### src/common/sram_pkg.sv
package sram_pkg;

    // Widths shared by the port side and the SRAM side.
    localparam int ADDR_W = 32;
    localparam int DATA_W = 32;
    localparam int BE_W   = DATA_W / 8;  // One enable per byte lane.

    // Address bit that selects the ext bank. When it is clear, the access goes to the base bank.
    localparam int DEFAULT_BANK_SEL = 22;

    // The request that won arbitration, as handed to the bus controller.
    typedef struct packed {
        logic [ADDR_W-1:0] addr;
        logic [DATA_W-1:0] wrdata;
        logic [BE_W-1:0]   be;      // Active high with one bit per byte lane.
        logic              wr;      // Clear for a read.
    } sram_cmd_t;

endpackage
### src/common/sram_cmd_if.sv
`timescale 1ns/1ps

// Arbiter to bus controller path. Capture always follows issue by one edge.
interface sram_cmd_if import sram_pkg::*; ();

    logic              issue;
    logic              capture;
    sram_cmd_t         cmd;
    logic [DATA_W-1:0] rddata;

    modport arbiter (
        output issue,
        output capture,
        output cmd,
        input  rddata
    );

    modport bus (
        input  issue,
        input  capture,
        input  cmd,
        output rddata
    );

endinterface

### src/common/mem_port_if.sv
`timescale 1ns/1ps

// One bus master port with the rd/wr/stall handshake.
interface mem_port_if import sram_pkg::*; ();

    logic [ADDR_W-1:0] address;
    logic [DATA_W-1:0] wrdata;
    logic [BE_W-1:0]   dataenable;
    logic              rd;
    logic              wr;
    logic              stall;
    logic [DATA_W-1:0] rddata;

    // The master holds its request until stall falls.
    modport master (
        output address,
        output wrdata,
        output dataenable,
        output rd,
        output wr,
        input  stall,
        input  rddata
    );

    modport arbiter (
        input  address,
        input  wrdata,
        input  dataenable,
        input  rd,
        input  wr,
        output stall,
        output rddata
    );

endinterface

### src/source/sram_two_port_top.sv
`timescale 1ns/1ps

module sram_two_port_top import sram_pkg::*; #(
    parameter int BANK_SEL_BIT = DEFAULT_BANK_SEL
) (
    input  logic              clk_n,
    input  logic              rst_n,
    // Port 1 is the instruction fetch port.
    input  logic [ADDR_W-1:0] address1,
    input  logic [DATA_W-1:0] wrdata1,
    input  logic [BE_W-1:0]   dataenable1,
    input  logic              rd1,
    input  logic              wr1,
    output logic [DATA_W-1:0] rddata1,
    output logic              stall1,
    // Port 2 is the data port and has priority.
    input  logic [ADDR_W-1:0] address2,
    input  logic [DATA_W-1:0] wrdata2,
    input  logic [BE_W-1:0]   dataenable2,
    input  logic              rd2,
    input  logic              wr2,
    output logic [DATA_W-1:0] rddata2,
    output logic              stall2,
    // SRAM pins.
    output logic [ADDR_W-1:0] ram_address,
    output logic [DATA_W-1:0] ram_data_o,
    input  logic [DATA_W-1:0] ram_data_i_base,
    input  logic [DATA_W-1:0] ram_data_i_ext,
    output logic              ram_wr_n,
    output logic              ram_rd_n,
    output logic              ram_io_t,
    output logic              ram_base_ce_n,
    output logic              ram_ext_ce_n,
    output logic [BE_W-1:0]   dataenable_n
);

    mem_port_if port1_if ();
    mem_port_if port2_if ();
    sram_cmd_if cmd_if ();

    assign port1_if.address    = address1;
    assign port1_if.wrdata     = wrdata1;
    assign port1_if.dataenable = dataenable1;
    assign port1_if.rd         = rd1;
    assign port1_if.wr         = wr1;
    assign rddata1             = port1_if.rddata;
    assign stall1              = port1_if.stall;

    assign port2_if.address    = address2;
    assign port2_if.wrdata     = wrdata2;
    assign port2_if.dataenable = dataenable2;
    assign port2_if.rd         = rd2;
    assign port2_if.wr         = wr2;
    assign rddata2             = port2_if.rddata;
    assign stall2              = port2_if.stall;

    port_arbiter u_arbiter (
        .clk_n (clk_n),
        .rst_n (rst_n),
        .port1 (port1_if.arbiter),
        .port2 (port2_if.arbiter),
        .cmd   (cmd_if.arbiter)
    );

    sram_bus_ctrl #(
        .BANK_SEL_BIT (BANK_SEL_BIT)
    ) u_bus (
        .clk_n           (clk_n),
        .rst_n           (rst_n),
        .cmd             (cmd_if.bus),
        .ram_address     (ram_address),
        .ram_data_o      (ram_data_o),
        .ram_data_i_base (ram_data_i_base),
        .ram_data_i_ext  (ram_data_i_ext),
        .ram_wr_n        (ram_wr_n),
        .ram_rd_n        (ram_rd_n),
        .ram_io_t        (ram_io_t),
        .ram_base_ce_n   (ram_base_ce_n),
        .ram_ext_ce_n    (ram_ext_ce_n),
        .dataenable_n    (dataenable_n)
    );

endmodule

### src/sram_ctrl/sram_bus_ctrl.sv
`timescale 1ns/1ps

module sram_bus_ctrl import sram_pkg::*; #(
    parameter int BANK_SEL_BIT = DEFAULT_BANK_SEL
) (
    input  logic              clk_n,
    input  logic              rst_n,
    sram_cmd_if.bus           cmd,
    output logic [ADDR_W-1:0] ram_address,
    output logic [DATA_W-1:0] ram_data_o,
    input  logic [DATA_W-1:0] ram_data_i_base,
    input  logic [DATA_W-1:0] ram_data_i_ext,
    output logic              ram_wr_n,
    output logic              ram_rd_n,
    output logic              ram_io_t,
    output logic              ram_base_ce_n,
    output logic              ram_ext_ce_n,
    output logic [BE_W-1:0]   dataenable_n
);

    logic [DATA_W-1:0] data_i_reg_base;
    logic [DATA_W-1:0] data_i_reg_ext;
    logic              rd_from_ext;
    logic              hit_ext;
    logic              issue_wr;
    logic              issue_rd;

    assign hit_ext  = cmd.cmd.addr[BANK_SEL_BIT];
    assign issue_wr = cmd.issue & cmd.cmd.wr;
    assign issue_rd = cmd.issue & ~cmd.cmd.wr;

    // Strobes and chip enables. Each pulses low for the one cycle after issue.
    always_ff @(negedge clk_n) begin
        if (!rst_n) begin
            ram_wr_n      <= 1'b1;
            ram_rd_n      <= 1'b1;
            ram_io_t      <= 1'b1;
            ram_base_ce_n <= 1'b1;
            ram_ext_ce_n  <= 1'b1;
        end else begin
            ram_wr_n      <= ~issue_wr;
            ram_rd_n      <= ~issue_rd;
            ram_io_t      <= ~issue_wr;  // Drive the data pins only while writing.
            ram_base_ce_n <= ~(cmd.issue & ~hit_ext);
            ram_ext_ce_n  <= ~(cmd.issue & hit_ext);
        end
    end

    // Address, write data and lane enables hold from one issue to the next.
    always_ff @(negedge clk_n) begin
        if (cmd.issue) begin
            ram_address  <= cmd.cmd.addr;
            ram_data_o   <= cmd.cmd.wrdata;
            dataenable_n <= ~cmd.cmd.be;
        end
    end

    // On capture, both banks are still driven from the access just issued.
    // The chip enables still show which of the two was selected.
    always_ff @(negedge clk_n) begin
        if (cmd.capture) begin
            data_i_reg_base <= ram_data_i_base;
            data_i_reg_ext  <= ram_data_i_ext;
            rd_from_ext     <= ~ram_ext_ce_n;
        end
    end

    assign cmd.rddata = rd_from_ext ? data_i_reg_ext : data_i_reg_base;

endmodule

### src/sram_ctrl/port_arbiter.sv
`timescale 1ns/1ps

module port_arbiter import sram_pkg::*; (
    input logic         clk_n,
    input logic         rst_n,
    mem_port_if.arbiter port1,
    mem_port_if.arbiter port2,
    sram_cmd_if.arbiter cmd
);

    typedef enum logic {
        ST_IDLE,
        ST_BUSY
    } state_t;

    state_t    state;
    logic      served2;  // Set while port 2 owns the access in flight.
    logic      req1;
    logic      req2;
    sram_cmd_t sel_cmd;

    assign req1 = port1.rd | port1.wr;
    assign req2 = port2.rd | port2.wr;

    // The bus controller registers the pins on the same edge at which the
    // arbiter leaves idle, so issue is decoded from the current state.
    assign cmd.issue   = (state == ST_IDLE) && (req1 || req2);
    assign cmd.capture = (state == ST_BUSY);

    always_comb begin
        if (req2) begin  // Port 2 always wins.
            sel_cmd.addr   = port2.address;
            sel_cmd.wrdata = port2.wrdata;
            sel_cmd.be     = port2.dataenable;
            sel_cmd.wr     = port2.wr;
        end else begin
            sel_cmd.addr   = port1.address;
            sel_cmd.wrdata = port1.wrdata;
            sel_cmd.be     = port1.dataenable;
            sel_cmd.wr     = port1.wr;
        end
    end

    assign cmd.cmd = sel_cmd;

    // Both masters see the same captured word. Only the one whose stall
    // has just fallen takes it.
    assign port1.rddata = cmd.rddata;
    assign port2.rddata = cmd.rddata;

    always_ff @(negedge clk_n) begin
        if (!rst_n) begin
            state       <= ST_IDLE;
            served2     <= 1'b0;
            port1.stall <= 1'b0;
            port2.stall <= 1'b0;
        end else begin
            // A pending request keeps its port stalled until its capture edge.
            port1.stall <= req1;
            port2.stall <= req2;
            case (state)
                ST_IDLE: begin
                    if (req1 || req2) begin
                        state   <= ST_BUSY;
                        served2 <= req2;
                    end
                end
                ST_BUSY: begin
                    state <= ST_IDLE;
                    if (served2) begin
                        port2.stall <= 1'b0;
                    end else begin
                        port1.stall <= 1'b0;
                    end
                end
                default: state <= ST_IDLE;
            endcase
        end
    end

endmodule

### config.mk
export PLATFORM = sky130hd
export DESIGN_NAME = sram_two_port_top
export DESIGN_NICKNAME = d
export VERILOG_FILES = /design/src/common/sram_pkg.sv /design/src/common/sram_cmd_if.sv /design/src/common/mem_port_if.sv /design/src/source/sram_two_port_top.sv /design/src/sram_ctrl/sram_bus_ctrl.sv /design/src/sram_ctrl/port_arbiter.sv
export SDC_FILE = /design/constraint.sdc
export NUM_CORES = 1
export LEC_CHECK = 0
export BUFFER_PORTS_ARGS = -buffer_cell sky130_fd_sc_hd__buf_2
export CAP_MARGIN = 20
export CORE_UTILIZATION = 25
export CTS_CLUSTER_SIZE = 16
export DETAILED_ROUTE_END_ITERATION = 10
export GPL_ROUTABILITY_DRIVEN = 0
export PLACE_DENSITY = 0.62
export SLEW_MARGIN = 20
export SYNTH_ARGS = -nofsm -noshare
export SYNTH_HDL_FRONTEND = slang
export SYNTH_SLANG_ARGS = --single-unit
### constraint.sdc
create_clock -name clk_n -period 6.7 [get_ports clk_n]
set_clock_uncertainty 0.05 [all_clocks]
set_input_delay 0.335 -clock clk_n [delete_from_list [all_inputs] [get_ports clk_n]]
set_output_delay 0.335 -clock clk_n [all_outputs]
set_load 0.01 [all_outputs]
Word-level counts from Yosys, hierarchy flattened
Index checks and enable logic that the tools add are counted.

operators by class
  bitwise logic cells = 15
  mux-type cells = 8
  reductions and logical operators = 3

operator list
  operator                         count
  2-to-1 mux 69 bit                1
  2-to-1 mux 32 bit                1
  NOT 1 bit                        8
  2-to-1 mux 1 bit                 5
  bitwise AND 1 bit                4
  NOT 4 bit                        1
  OR 1 bit                         2
  case mux 1 bit (2 select lines)  1
  AND reduction 2 bit              1
  logical AND 1 bit                1
  logical OR 1 bit                 1

word-level totals
  word-level logic and storage cells = 40
  bits in registers = 141
  output and inout port bits = 139

Depth between registers and ports, before layout
  depth after elaboration = 5
  depth in mapped cells = 4

Modules after synthesis
Synthesis repeated with hierarchy kept, for this count alone.

unflattened totals
  cells, all modules = 341
  area total of the unflattened synthesis = 6206.0 sq um

modules (own cells, without submodules)
  module         cells each  area an instance (sq um)  instances
  sram_bus_ctrl  184         4673.2                    1
  port_arbiter   157         1532.7                    1

==> results.json <==
{
  "status": "complete, no violations",
  "htreeDepth": 4,
  "viasPerCell": 4.08,
  "holdPathStages": 1,
  "path_delay_family": "buffers and inverters",
  "seq_area_frac_synth_pct": 72.4,
  "syn_nets": 511,
  "path_buf_inv": 2,
  "reg2reg_to": "u_bus.ram_data_o[14]",
  "cts_tree": "yes",
  "clock_path_buffers": 2,
  "hp-start": "u_bus.ram_ext_ce_n",
  "critical_path.cell_chain": "buf_4 > mux2_2 > buf_2",
  "worstPathMaxFanout": 32,
  "drt_iter0_drc": 112,
  "floorplan.rows": 55,
  "drtAntennaViolNets": 0,
  "power.internal_mw": 1.84,
  "finalHoldViolCount": 0,
  "finalHoldWorstSlack_ps": 398,
  "hold_class": "flip-flop to flip-flop",
  "critPathMaxStageDelay_ps": 430,
  "die_area_um2": 23600,
  "grt_setup_unrepaired": "no",
  "combPwrFrac_pct": 11.0,
  "fp.coreArea_um2": 22600,
  "finalSetupTns_ps": 0,
  "p_clk_share_pct": 48.3,
  "numCtsBuffers": 17,
  "reg2regPathDepth": 2,
  "final_cell_mix": "buf_2 (344), inv_1 (143), edfxtp_1 (133)",
  "area_delta_synth_final_pct": 50.5,
  "layout_commonest_cell": "buf_2",
  "grt_max_degree": 70,
  "crit_type": "flip-flop to primary output",
  "synthesis.area_um2": 5740,
  "post_route_cells_drive_above_1_share_pct": 60.9,
  "ys_warn_count": 0,
  "whs_endpoint": "u_bus.rd_from_ext",
  "initial_core_util_pct": 25.4,
  "grt.total_usage_pct": 12.9,
  "worst_slew_pin_slew_ps": 884,
  "multi_input_comb_area_um2": 1250,
  "slew_headroom_pct": 41.0,
  "syn_avg_cell_area_um2": 18.8,
  "seq_area_um2": 4160,
  "drv_cap": 0,
  "diodes": 0,
  "seqPwrFrac_pct": 40.7,
  "wirelength_um": 15400,
  "final_core_util_pct": 38.3,
  "avgRoutedWirePerCell_um": 14.5,
  "fillers": 2255,
  "clock-root-buffer": "clkbuf_16",
  "setup_viol": 0,
  "syn_inst": 305,
  "powerDensity_nw_per_um2": 306,
  "final_area_um2": 8630,
  "setup.worst_path.start_class": "flip-flop",
  "num-nets-final": 975,
  "die_y_um": 154,
  "insertion_delay_ps": 440,
  "grt.overflow.total": 0,
  "finalPower_mw": 2.64,
  "cp_data_required_time_ps": 6310,
  "arrival_ps": 5090,
  "antenna_found_initial": 0,
  "grt_pass1_wl_um": 22700,
  "vias": 4354,
  "path_clk_slew_ps": 30,
  "placed_cell_area_um2": 7530,
  "p_leak_nw": 4.21,
  "swShare_pct": 30.4,
  "grt_pass1_vias": 4804,
  "postCtsHoldBufs": 0,
  "ys_seq_elements": 141,
  "netSwitchingPower_uw": 802,
  "timing.final.ws_setup_ps": 1230,
  "pre_cts_ws_ps": 1370,
  "drc": 0,
  "cp-end-kind": "primary output",
  "peakVddDrop_mv": 0.133,
  "slowest_stage": "mux2_2",
  "dr.pass1.iters": 4,
  "place_inst": 895,
  "ioPinCount": 345,
  "reg2reg_slack_ps": 5010,
  "die_width_um": 154,
  "post_cts_resize_count": 0,
  "reg2reg_from": "u_arbiter.cmd.capture",
  "cts.sinks": 141,
  "synth.distinct_cells": 21,
  "portBuffers": 344,
  "dpl.hpwl_um": 10900,
  "cts_setup_buffers": 0,
  "fin_cells": 1067,
  "maxSlewViolCount": 0
}
[registers in the layout (all words and copies together), names as in the netlist]
signal                 count
u_bus.data_i_reg_base     32
u_bus.data_i_reg_ext      32
u_bus.ram_address         32
u_bus.ram_data_o          32
u_bus.dataenable_n         4
u_arbiter.cmd.capture      1
u_arbiter.port1.stall      1
u_arbiter.port2.stall      1
u_arbiter.served2          1
u_bus.ram_base_ce_n        1
u_bus.ram_ext_ce_n         1
u_bus.ram_rd_n             1
u_bus.ram_wr_n             1
u_bus.rd_from_ext          1
[final cells by class]
type	count	area share, %
Inverter	2	0.0869
Timing Repair Buffer	349	20.4
Clock buffer	17	4.93
Multi-Input combinational cell	117	14.4
Clock inverter	156	7.93
Sequential cell	141	48.1
Tap cell	285	4.13
[metal layers]
metal  track usage, %  vias to the layer above  share of wire (%)
met2             20.6                      275                 50
met4             9.95                        0                2.1
met3             8.34                       18                 11
met5                0                        -                  0
met1             11.7                     2002                 37
li1                 -                     2059                  -
[synthesized netlist by cell type, drive strengths merged]
cell type,n,share of area [%]
o21ai,3,0.26
mux2,96,19
buf,43,5.8
inv,3,0.20
nor2,4,0.39
edfxtp,133,70
mux2i,4,0.70
and2b,1,0.13
dfxtp,8,2.8
or3b,1,0.15
a21oi,2,0.37
nand2b,2,0.35
o211ai,1,0.13
nand2,3,0.20
clkbuf,1,0.065
[power by group through the flow]
stage / combinational [mW] / clock, mW / sequential (mW)
global placement: 0.292 / 0.126 / 1.08
finish: 0.290 / 1.28 / 1.08
detailed placement: 0.295 / 0.126 / 1.09
floorplan: 0.129 / 0.126 / 1.12
global route: 0.314 / 1.43 / 1.08
CTS: 0.296 / 1.35 / 1.08
[kinds of logic (layout without fill, tap and decap cells)]
group	count (synthesis)	count (layout)	synth area share, %
muxes	100	100	19.5
DFF	141	141	72.4
buffers and inverters	47	524	6.08
and+or+nand+nor	11	11	1.22
AOI/OAI and AO/OA	6	6	0.763
[worst max-delay path by stage]
stage                            startpoint               endpoint  slack (ps)  cells after the start
final                     u_bus.rd_from_ext             rddata2[9]        1230                      3
after global placement                  wr1   u_bus.ram_data_o[28]        1390                      4
after global routing      u_bus.rd_from_ext             rddata2[1]        1130                      3
after CTS                 u_bus.rd_from_ext            rddata2[31]        1180                      3
after detailed placement                wr1   u_bus.ram_address[4]        1370                      4
after floorplan                         rd2  u_bus.dataenable_n[0]       -1060                      3
No activity file was read; power rests on OpenSTA's default activity.
